File: config.mk
export PLATFORM = sky130hd
export DESIGN_NAME = rx_csr
export DESIGN_NICKNAME = d
export VERILOG_FILES = /design/src/design/mimo_rx_pkg.sv /design/src/design/rx_csr.sv
export SDC_FILE = /design/constraint.sdc
export NUM_CORES = 1
export LEC_CHECK = 0
export ABC_AREA = 1
export BUFFER_PORTS_ARGS = -buffer_cell sky130_fd_sc_hd__buf_2
export CAP_MARGIN = 20
export CORE_AREA = 2 2 142 110
export DETAILED_ROUTE_END_ITERATION = 8
export DIE_AREA = 0 0 144 112
export PLACE_DENSITY = 0.78
export SETUP_SLACK_MARGIN = 0.15
export SYNTH_ARGS = -nofsm -noshare
export SYNTH_HDL_FRONTEND = slang
export SYNTH_SLANG_ARGS = --single-unit
File: constraint.sdc
create_clock -name clk -period 2.8 [get_ports clk]
set_input_delay 0.56 -clock clk [delete_from_list [all_inputs] [get_ports clk]]
set_output_delay 0.56 -clock clk [all_outputs]
set_load 0.01 [all_outputs]
File: src/design/mimo_rx_pkg.sv
package mimo_rx_pkg;

    // ======================================================================
    // Widths and basic types
    // ======================================================================
    localparam int DATA_W = 16;

    typedef logic signed [DATA_W-1:0] sample_t;   // One I or Q component
    typedef logic signed [DATA_W-1:0] coef_t;     // Q2.13 inverse-channel entry

    localparam int    COEF_FRAC = 13;
    localparam coef_t COEF_ONE  = coef_t'(8192);  // 1.0 in Q2.13

    // ======================================================================
    // Symbol geometry
    // ======================================================================
    localparam int NCP     = 16;                  // Cyclic prefix
    localparam int NFFT    = 64;                  // Data samples per symbol
    localparam int SYM_LEN = NCP + NFFT;          // 80 samples captured

    typedef logic [6:0] buf_idx_t;
    typedef logic [3:0] bits_t;                   // {x2_im, x2_re, x1_im, x1_re}

    // ======================================================================
    // APB register map
    // ======================================================================
    typedef logic [7:0]  apb_addr_t;
    typedef logic [31:0] apb_data_t;
    typedef logic [15:0] drop_cnt_t;

    localparam apb_addr_t REG_H00_RE   = 8'h00;
    localparam apb_addr_t REG_H00_IM   = 8'h04;
    localparam apb_addr_t REG_H01_RE   = 8'h08;
    localparam apb_addr_t REG_H01_IM   = 8'h0C;
    localparam apb_addr_t REG_H10_RE   = 8'h10;
    localparam apb_addr_t REG_H10_IM   = 8'h14;
    localparam apb_addr_t REG_H11_RE   = 8'h18;
    localparam apb_addr_t REG_H11_IM   = 8'h1C;
    localparam apb_addr_t REG_DROP_CNT = 8'h20;   // Read only

    // Symbol buffer FSM
    typedef enum logic [1:0] {
        BUF_IDLE,
        BUF_CAPTURE,
        BUF_REPLAY
    } buf_state_t;

endpackage
File: src/design/rx_csr.sv
`timescale 1ns/1ps

module rx_csr (
    input  logic                   clk,
    input  logic                   rst_n,

    // APB slave
    input  logic                   i_psel,
    input  logic                   i_penable,
    input  logic                   i_pwrite,
    input  mimo_rx_pkg::apb_addr_t i_paddr,
    input  mimo_rx_pkg::apb_data_t i_pwdata,
    output mimo_rx_pkg::apb_data_t o_prdata,
    output logic                   o_pready,
    output logic                   o_pslverr,

    input  logic                   i_drop,

    output mimo_rx_pkg::coef_t     o_h00_re,
    output mimo_rx_pkg::coef_t     o_h00_im,
    output mimo_rx_pkg::coef_t     o_h01_re,
    output mimo_rx_pkg::coef_t     o_h01_im,
    output mimo_rx_pkg::coef_t     o_h10_re,
    output mimo_rx_pkg::coef_t     o_h10_im,
    output mimo_rx_pkg::coef_t     o_h11_re,
    output mimo_rx_pkg::coef_t     o_h11_im
);

    mimo_rx_pkg::coef_t     coef_q [8];     // Ordered as the register map
    mimo_rx_pkg::drop_cnt_t drop_cnt_q;

    logic       access;
    logic       addr_err;
    logic       is_cnt;
    logic [2:0] coef_sel;

    assign access   = i_psel && i_penable;
    assign addr_err = (i_paddr > mimo_rx_pkg::REG_DROP_CNT);
    assign is_cnt   = (i_paddr >= mimo_rx_pkg::REG_DROP_CNT) && !addr_err;
    assign coef_sel = i_paddr[4:2];         // Word index inside coefficient window

    assign o_pready  = 1'b1;                // No wait states
    assign o_pslverr = access && (addr_err || (i_pwrite && is_cnt));

    // Read mux, coefficients sign-extended
    always_comb begin
        o_prdata = '0;
        if (is_cnt) begin
            o_prdata = {16'd0, drop_cnt_q};
        end else if (!addr_err) begin
            o_prdata = {{(32 - mimo_rx_pkg::DATA_W){coef_q[coef_sel][mimo_rx_pkg::DATA_W-1]}},
                        coef_q[coef_sel]};
        end
    end

    // ======================================================================
    // Coefficient registers, identity after reset
    // ======================================================================
    always_ff @(posedge clk or negedge rst_n) begin
        if (!rst_n) begin
            for (int i = 0; i < 8; i++) begin
                coef_q[i] <= '0;
            end
            coef_q[mimo_rx_pkg::REG_H00_RE[4:2]] <= mimo_rx_pkg::COEF_ONE;
            coef_q[mimo_rx_pkg::REG_H11_RE[4:2]] <= mimo_rx_pkg::COEF_ONE;
        end else if (access && i_pwrite && !addr_err && !is_cnt) begin
            coef_q[coef_sel] <= i_pwdata[mimo_rx_pkg::DATA_W-1:0];
        end
    end

    // Saturating drop counter
    always_ff @(posedge clk or negedge rst_n) begin
        if (!rst_n) begin
            drop_cnt_q <= '0;
        end else if (i_drop && (drop_cnt_q != '1)) begin
            drop_cnt_q <= drop_cnt_q + 1'b1;
        end
    end

    assign o_h00_re = coef_q[mimo_rx_pkg::REG_H00_RE[4:2]];
    assign o_h00_im = coef_q[mimo_rx_pkg::REG_H00_IM[4:2]];
    assign o_h01_re = coef_q[mimo_rx_pkg::REG_H01_RE[4:2]];
    assign o_h01_im = coef_q[mimo_rx_pkg::REG_H01_IM[4:2]];
    assign o_h10_re = coef_q[mimo_rx_pkg::REG_H10_RE[4:2]];
    assign o_h10_im = coef_q[mimo_rx_pkg::REG_H10_IM[4:2]];
    assign o_h11_re = coef_q[mimo_rx_pkg::REG_H11_RE[4:2]];
    assign o_h11_im = coef_q[mimo_rx_pkg::REG_H11_IM[4:2]];

endmodule

# Word level (Yosys, flattened, before mapping)
# Index checks and enable logic that the tools add are counted.
dict set report totals {
  regBits 144
  in_bits 46
  output_inout_bits 162
  wordCells 36
}
dict set report classes {
  n_addsub 1
  n_lt_le_gt_ge 4
  n_eq_ne 1
  mux 8
  bitwise_logic 1
  n_reduce_logical 12
}
# op count
set op_table {}
lappend op_table {{$bwmux W128} 1}
lappend op_table {{$mux W32} 2}
lappend op_table {{$bmux W16 S3} 1}
lappend op_table {{$demux W16 S3} 1}
lappend op_table {{$mux W16} 3}
lappend op_table {{$add A16 B1 Y16 const B} 1}
lappend op_table {{$ne A16 B16 Y1 const B} 1}
lappend op_table {{$logic_and A1 B1 Y1} 9}
lappend op_table {{$ge A8 B6 Y1 const B} 1}
lappend op_table {{$gt A8 B6 Y1 const B} 1}
lappend op_table {{$ge A4 B4 Y1 const B} 1}
lappend op_table {{$lt A4 B1 Y1 const B} 1}
lappend op_table {{$not A3 Y4} 1}
lappend op_table {{$logic_not A1 Y1} 2}
lappend op_table {{$logic_or A1 B1 Y1} 1}

# Logic depth before layout (Yosys ltp)
# Gate-level depths: netlist (run 1).
dict set report depth {
  depth_word 6
  ltp_mapped 9
  mapped_depth_nobuf 9
}

# Worst setup path before layout (run 1)
# No wires, ideal clock.
dict set report synth_timing {
  path_type {input port to output port}
  start {input port i_paddr[2]}
  end {output port o_prdata[17]}
  arrival_ns 1.801
  required_ns 2.240
  setup_slack_ns 0.439
  path_stages 9
  n_path_buf 2
  cell_sequence {inv_1 -> clkbuf_1 -> nor2_1 -> o21ai_0 -> nand2_1 -> nand2_1 -> nand3_1 -> inv_1 -> buf_4}
}
dict set report synth_between {
  elab_chain_cells 6
  word_cells_on_any_way 10
  classes_between {2 x order compare; 5 x mux; 1 x bitwise; 2 x reduce/logical}
}
# item line_no
set synth_lines {}
lappend synth_lines {{start: declaration} rx_csr.sv:11} ;# input mimo_rx_pkg::apb_addr_t i_paddr,
lappend synth_lines {{$not A3 Y4 (not written as such)} rx_csr.sv:51} ;# o_prdata = {{(32 - mimo_rx_pkg::DATA_W){coef_q[coef_sel][mimo_rx_pkg::DATA_W-1]}},
lappend synth_lines {{$bmux W16 S3} rx_csr.sv:51}
lappend synth_lines {{$mux W16 (not written as such) (2 in series)} rx_csr.sv:51}
lappend synth_lines {{$mux W32} rx_csr.sv:50} ;# end else if (!addr_err) begin
lappend synth_lines {{$mux W32 *} rx_csr.sv:48} ;# if (is_cnt) begin
lappend synth_lines {{end: declaration} rx_csr.sv:13} ;# output mimo_rx_pkg::apb_data_t o_prdata,
# Every way passes the cells marked *; elsewhere a longest branch is shown, timed or not. The select of a mux whose other input is x is not followed.

# Worst setup path in the final report (run 1)
dict set report layout_timing {
  start {input port i_paddr[2]}
  end {output port o_prdata[7]}
}
dict set report layout_between {
  elab_chain_cells 6
  word_cells_on_any_way 10
  classes_between {2 x order compare; 5 x mux; 1 x bitwise; 2 x reduce/logical}
}
# item line_no
set layout_lines {}
lappend layout_lines {{$not A3 Y4 (not written as such)} rx_csr.sv:52} ;# coef_q[coef_sel]};
lappend layout_lines {{$bmux W16 S3} rx_csr.sv:52}
lappend layout_lines {{$mux W16 (not written as such) (2 in series)} rx_csr.sv:52}
lappend layout_lines {{$mux W32} rx_csr.sv:50}
lappend layout_lines {{$mux W32 *} rx_csr.sv:48}
# Marked as above.

==> results of run 1 <==
registers in the layout (all words and copies together) (netlist names):
signal      flops
drop_cnt_q     16
o_h01_im       16
o_h00_re       16
o_h10_re       16
o_h11_re       16
o_h01_re       16
o_h11_im       16
o_h10_im       16
o_h00_im       16
cell families (layout without fill, tap and decap cells):
kind of cell,after synthesis,after routing,share of synthesized area (%)
AOI/OAI and AO/OA,195,195,14.2
xor gates and xnor gates,7,7,0.849
buffers and inverters,115,294,7.42
DFF,144,144,50.0
other,1,1,0.0520
adders and majority gates,1,1,0.173
and+or+nand+nor,496,496,27.4
cell type report:
class	instances	area (um2)
Clock buffer	21	450
Multi-Input combinational cell	700	3080
Timing Repair Buffer	218	1230
Sequential cell	144	3610
Tap cell	205	256
Clock inverter	11	141
Fill cell	1320	5850
Inverter	44	169
worst min-delay path by stage:
stage / cells past startpoint / to / slack, ps
3_3_place_gp: 2 / o_h11_re[13]$_DFFE_PN1P_ / 480
3_5_place_dp: 2 / o_h11_re[13]$_DFFE_PN1P_ / 490
2_1_floorplan: 0 / drop_cnt_q[0]$_DFFE_PN0P_ / 260
5_1_grt: 1 / o_h10_re[15]$_DFFE_PN0P_ / 220
6_report: 1 / o_h10_re[15]$_DFFE_PN0P_ / 170
4_1_cts: 1 / o_h10_re[15]$_DFFE_PN0P_ / 190
per-layer routing:
| layer | track usage, % | routed length (um) | up-vias |
|---|---|---|---|
| li1 | - | - | 3390 |
| met1 | 39.1 | 9540 | 3315 |
| met5 | 0 | 0 | - |
| met4 | 11.1 | 590 | 0 |
| met3 | 5.68 | 2030 | 41 |
| met2 | 42.0 | 9700 | 359 |
cells in the mapped netlist, drive strengths merged, types with 3 or more instances:
library cell,number,area (um2)
nand2,296,1120
o21ai,180,912
nor2,144,541
dfrtp,142,3550
buf,51,295
inv,44,165
nand3,44,230
clkbuf,20,75.1
o21bai,15,113
nand4,7,43.8
nor3,4,36.3
xnor2,4,35.0
xor2,3,26.3
per-stage QoR:
step,instance area (um2),utilization (%)
after global placement,8330,56.4
after global routing,8930,60.4
after CTS,8930,60.4
after floorplan,7220,-
final,8930,60.4
after detailed placement,8330,56.4
placed cells by master, fill, tap and decap left out, drive strengths merged:
cell type and count:
o21bai 15, xor2 3, nand3b 1, conb 1, clkinvlp 4, o21ai 180
dfrtp 142, xnor2 4, clkbuf 21, buf 218, inv 43, nor2 144
nand4 7, nand2 296, bufinv 3, dfstp 2, nand3 44, ha 1
nor3 4, clkinv 5
what timing repair did:
action	4_1_cts	5_1_grt
hold endpoints to repair	0	0
resized for setup	0	2
setup endpoints to repair	0	17
power by group through the flow:
stage	Combinational, mW	Sequential (mW)	Clock, mW
after global placement	0.659	2.38	0
after CTS	0.681	2.35	2.31
final	0.680	2.35	2.29
after detailed placement	0.679	2.38	0
after global routing	0.770	2.38	2.41
after floorplan	0.380	2.38	0
==> results.md, run 1 <==
- The flow ran to the end, and the final reports show no timing, DRC or antenna violations.
- The site row count is 39.
- Setup violations remaining at the end of the flow were counted as 0.
- The internal power of the cells totals roughly 3.9 mW.
- The count of flip-flops with a built-in enable after synthesis is 0.
- In this run, the clock network consumes roughly 43% of the power.
- In this run, flip-flops and latches consume 44.2% of the power.
- The most repeated library cell on the critical path is nand2_1.
- The core region is about 15,000 um2.
- In this run switching power makes up a little over a quarter of total power.
- In this run the worst hold path is classified as in -> async.
- In this run, post-CTS hold repair placed 0 buffers.
- The tree is rooted in a clkbuf_16.
- The count of pins over their slew limit is 0.
- Setup repair after global routing could not meet its margin everywhere.
- Combinational logic is responsible for between 10% and 20% of the overall power.
- The pre-antenna-repair detailed-routing pass consisted of 6 iterations.
- The destination of the critical timing path is o_prdata[7].
- Sequential elements use between 40 and 50% of the synthesized area.
- The routed layout has around 7,100 vias.
- The antenna diode count is 0.
- The count of buffers added by post-CTS timing repair for setup is 0.
- Clock latency on the worst-skew pair, taken at its later pin, is ~410 ps.
- The synthesized net count is approximately 1,000.
- The data required time at the worst endpoint is roughly 2200 ps.
- The effective utilization at floorplan is around half.
- Measured along the x axis, the die boundary spans ~140 um.
- Global routing finished with a remaining overflow of 0.
- The gate family responsible for the most delay along the worst path is buffers and inverters.
- Synthesis handed over a netlist of 959 instances.
- Each instance of the synthesized netlist takes up on average between 7 and 8 um2.
- The startpoint identified for the worst register-to-register timing path is drop_cnt_q[0]$_DFFE_PN0P_.
- The minimum hold slack is between 150 and 200 ps.
- Traced cell by cell, the critical path runs through buf_2, inv_2, buf_12, nor2_1, o21ai_0, nand2_1, nand2_1, nand3_1, nand2_1, buf_2.
- In this run, the number of DRC markers left after iteration 0 of detailed routing was 605.
- The pin count of the biggest net entering global routing is 74.
- The number of buffers and inverters on the critical path is 4.
- The final critical-path share of the clock period is 89.7%.
- The share of synthesized flip-flops with an asynchronous set or reset is 100%.
- The weighted congestion at the end of routability-driven global placement is around 0.91.
- The number of input and output port buffers inserted is 190.
- The upper clock frequency limit is between 0.3 and 0.4 GHz.
- The die outline height is 112 um.
- The number of nets with antenna violations after routing is 0.
- Wires add up to approximately 22,000 um.
- The total clock sinks is roughly 140.
- The startpoint class of the critical path is an input port.
- The first global-routing pass estimated around 34,000 um of wire.
- The initial antenna violation count was 0.
- Including well taps, the total number of placed cells is around 1,300.
- After detailed routing, the average wire length per cell comes to 16.3 um.
- The cell area after synthesis is 7220 um2.
- For this design the total switching power over the nets is ~1.4 mW.
- The delay of the slowest critical-path stage is between 200 and 300 ps.
- In this run the power density over the cells is between 500 and 600 nW/um2.
- The worst path needs roughly 2500 ps of the cycle, external delays included.
- Tracing the worst setup path back leads to its startpoint at i_paddr[2].
- The number of global-route vias before repair is 6,452.
- The capture point of the worst reg-to-reg path is drop_cnt_q[10]$_DFFE_PN0P_.
- The area added between synthesis and finish is 23.8%.
- In the routed layout, each cell is associated on average with a via count of between 5 and 6.
- Clock skew on the completed layout was measured at slightly below 8 ps.
- For the pin with the worst max-slew slack, the measured transition is ~710 ps.
- Measured in cells, the most critical reg-to-reg path has a length of 8.
- After legalization and detailed placement, the total HPWL measured 14,900 um.
- The netlist uses 26 different library cells.
- The maximum ir drop on the vdd rail is about 0.5 mV.
- The number of standard cells in the final layout excluding fillers is approximately 1,300.
- The die covers about 16,000 um2.
- The share of post-route cells with drive strength above 1 is a little under a quarter.
- The logic depth of the worst setup path including buffers is 10.
- The data arrival time at the worst-slack endpoint is roughly 2000 ps.
- The number of top-level pins is roughly 210.
- The final routed DRC violation total is 0.
- The worst max-slew margin expressed relative to the limit is a little over half.
- The final hold violation count came to 0.
- TritonCTS built the clock tree.
- Yosys printed 0 warnings.
- The static leakage is between 4 and 5 nW.
- The power consumption is roughly 5.3 mW.
- The setup slack of the most critical reg-to-reg path is about 650 ps.
- The critical path is of the in -> out type.
- The slack of the critical path is between 200 and 300 ps.
- The maximum root-to-sink buffer count is 2.
- In this run the number of H-tree levels came out at 4.
- The number of buffers created by CTS is 17.
- The critical-path maximum fanout is 41.
- The overall track demand over capacity in global routing is about 28%.
- The register bit count reported by yosys is ~140.
- The net count of the finished layout is around 1,200.
- In the final timing run, aggregate negative setup slack is 0 ps.
- The most used flip-flop cell after synthesis is dfrtp_1.
- The type of destination of the critical path is an output port.
- The cell with the largest stage delay on the worst path is buf_12.
- OpenSTA, run right after detailed placement, puts the worst setup slack at roughly 300 ps.
- The clock slew seen by the registers of the worst setup and hold paths is ~60 ps.
- The tool flagged a number of max-cap violations equal to 0.
No activity file was read; power rests on OpenSTA's default activity.
==> inputs of run 2 (changes only) <==
CORE_AREA = 2 2 147 113   (was 2 2 142 110)
DIE_AREA = 0 0 149 115   (was 0 0 144 112)
PLACE_DENSITY = 0.77   (was 0.78)
clock period = 2.2 ns   (was 2.8 ns; I/O delays follow)
==> run 2 against run 1 <==
  * Power grew 40%
  * Clock skew shrank 5.1 ps
  * Final area grew 6.5%
  * Combinational power grew 44%
  * Worst setup slack lost 220 ps
  * Global-route usage shrank 0.73 points
  * Critical path depth shrank 2
  * Sequential share of layout area shrank 2.5 points
  * Critical path type is now reg -> out
  * Critical endpoint is now o_prdata[22]
==> results.md, run 2 (same netlist as run 1, synthesis figures left out) <==
- The capture point of the worst reg-to-reg path is drop_cnt_q[11]$_DFFE_PN0P_.
- The area added between synthesis and finish is 31.8%.
- In this run the most critical hold path is launched from i_pwdata[4].
- The total clock sinks came to 144 (unchanged).
- The placed standard-cell area came to 8410 um2 (+0.92%).
- The setup slack of the most critical reg-to-reg path is 410 ps (-240 ps).
- The die outline height is 115 um (+2.7%).
- The net count of the finished layout is 1,193 (+1.8%).
- The number of detailed-routing iterations run before antenna repair came to 6 (unchanged).
- The number of nets with antenna violations after routing came to 0 (unchanged).
- The effective utilization at floorplan is 45.9% (-2.9 points).
- After layout, the worst path uses between 90% and 100% of the clock period.
- Tracing the worst setup path back leads to its startpoint at o_h11_im[15]$_DFFE_PN0P_.
- The total half-perimeter wirelength after legalization and detailed placement was 15,400 um (+3.3%).
- The worst setup path is launched from a register.
- The category of the critical setup timing path is reg -> out.
- The area of the core region came to 15,700 um2 (+6.3%).
- The combinational group share of total power came to 13.2% (+0.4 points).
- The path depth of the worst reg2reg path is 8 (unchanged).
- The type of destination of the critical path is an output port.
- The site row count is 40 (+2.6%).
- The final instance area was 9520 um2 (+6.5%).
- The number of buffers created by CTS is 17 (unchanged).
- The number of DRC violations after detailed-routing iteration 0 is 677 (+12%).
- The flow ran to the end, and the final reports show no timing, DRC or antenna violations.
- The slack of the critical path is 68.8 ps (-220 ps).
- The final routed DRC violation total was 0 (unchanged).
- The clock slew seen by the registers of the worst setup and hold paths was 60 ps (about the same).
- The pin count of the biggest net entering global routing was 49 (-34%).
- The initial antenna violation count is 0 (unchanged).
- The number of fillers in the final layout is 1,376 (+4.2%).
- The power consumption is 7.44 mW (+40%).
- The overall die area was 17,100 um2 (+6.2%).
- TritonCTS built the clock tree.
- The number of top-level pins is 208 (unchanged).
- The global-route wire length before repair came to 35,200 um (+3.2%).
- The final hold violation count is 0 (unchanged).
- The number of max-cap violations is 0 (unchanged).
- The worst hold path belongs to the class in -> reg.
- The relative contribution of sequential cells to total power was 40.3% (-3.9 points).
- The antenna diode count is 0 (unchanged).
- The final clock skew came to 2.82 ps (-5.07 ps).
- The overall track demand over capacity in global routing is 27.0% (-0.73 points).
- In the layout the commonest cells are nand2_1, buf_2, o21ai_0.
- The upper clock frequency limit is roughly 0.47 GHz.
- The H-tree depth was 4 (unchanged).
- The number of input and output port buffers inserted is 190 (unchanged).
- The critical-path maximum fanout came to 8 (-80%).
- The utilization after layout was 60.6% (+0.14 points).
- Setup repair after global routing could not meet its margin everywhere.
- The via-per-instance ratio was 5.45 (+3.0%).
- The data arrival time at the worst-slack endpoint came to 1690 ps (-260 ps).
- Leaving out fill and tap cells, the most frequent cell in the layout is nand2_1.
- The worst path in the final design needs a cycle of about 2100 ps, including I/O delays and setup.
- The power dissipated by switching net loads came to 1.91 mW (+33%).
- The final total negative setup slack was 0 ps (unchanged).
- The power density over the cells is 782 nW/um2 (+31%).
- The maximum root-to-sink buffer count is 2 (unchanged).
- The number of setup violations in the final report is 0 (unchanged).
- The average wire length per cell after detail routing is 17.2 um (+5.5%).
- The destination of the critical timing path is o_prdata[22].
- The count of pins over their slew limit came to 0 (unchanged).
- The die boundary width was 149 um (+3.5%).
- The number of global-route vias before repair is 6,558 (+1.6%).
- The weighted congestion at the end of routability-driven global placement is 0.884 (-3.2%).
- The share of post-route cells with drive strength above 1 was 25.7% (+3.0 points).
- The maximum ir drop on the vdd rail is 0.534 mV (+7.1%).
- The via count came to 7,459 (+5.0%).
- The placement-stage worst setup slack was 28.6 ps (-268 ps).
- The clock insertion delay at the later pin of the skew report is 420 ps (about the same).
- The startpoint of the lowest-slack register-to-register path is drop_cnt_q[0]$_DFFE_PN0P_.
- The clock share of power came to 46.5% (+3.5 points).
- The final wirelength came to 23,500 um (+7.5%).
- The global route total overflow is 0 (unchanged).
- The data required time at the worst endpoint is 1760 ps (-480 ps).
- The switching portion of total power is 25.6% (-1.4 points).
- Clock tree synthesis selected as its root buffer the cell clkbuf_16.
- The internal power of the cells is 5.53 mW (+42%).
- The static leakage was 5.07 nW (+4.9%).
==> run 2: cell types whose count changed in the layout (fill, tap and decap cells not counted), sizes merged <==
cell         delta
buf            +18
bufinv          +4
clkbuf          +2
clkinvlp        -2
dlygate4sd3     +1
inv             -2
==> run 2: area by class of cell <==
class                      count  area (um2)  share of cell area (%)
sequential                   144        3610                    37.9
timing repair inverter         1        7.51                  0.0789
tap                          210         263                    2.76
multi-input combinational    700        3160                    33.2
inverter                      44         194                    2.04
timing repair buffer         238        1580                    16.6
clock inverter                10         229                    2.41
clock buffer                  22         474                    4.98
==> run 2: per-layer routing <==
metal / GRT usage [%] / part of all wire (%) / wire length [um]
met4: 11.0 / 2.9 / 675
met1: 37.8 / 43 / 10000
met2: 41.4 / 44 / 10500
met5: 0 / 0 / 0
met3: 5.52 / 9.9 / 2330
==> run 2: worst min-delay path by stage <==
stage                                      to  slack (ps)  cells after the start
finish                o_h01_im[4]$_DFFE_PN0P_         370                      3
global route        drop_cnt_q[8]$_DFFE_PN0P_         370                      3
CTS                   o_h01_im[4]$_DFFE_PN0P_         360                      3
detailed placement   o_h00_im[15]$_DFFE_PN0P_         420                      1
global placement     o_h10_im[15]$_DFFE_PN0P_         420                      1
floorplan           drop_cnt_q[0]$_DFFE_PN0P_         140                      0
==> run 2: repair_timing <==
| item | 4_1_cts | 5_1_grt |
|---|---|---|
| pin swaps | 3 | 16 |
| gates resized for setup | 14 | 54 |
| hold buffers | 1 | 0 |
| setup endpoints to repair | 32 | 33 |
| hold endpoints to repair | 45 | 0 |
| setup buffers | 2 | 7 |
| cloned | 2 | 3 |
==> run 2: worst max-delay path, cell delays in order (launching register included) <==
cell and delay [ps]:
dfrtp_1 400, nor2_1 180, o21ai_1 80, nand2_1 110
nand2_2 70, nand3_4 110, buf_12 120, clkinv_8 60
buf_2 140
==> run 2: power by group through the flow <==
stage               clock, mW  combinational [mW]  sequential (mW)
floorplan                   0               0.484             3.03
global placement            0               0.849             3.03
detailed placement          0               0.880             3.04
CTS                      3.47               0.922             2.99
global route             3.58                1.10             3.02
finish                   3.46               0.981             3.00
==> run 2: metrics by stage <==
step / hold WS, ps / instances
2_1_floorplan: 144 / 959
3_3_place_gp: 419 / 1322
3_5_place_dp: 424 / 1322
4_1_cts: 363 / 1359
5_1_grt: 374 / 1369
6_report: 370 / 1369
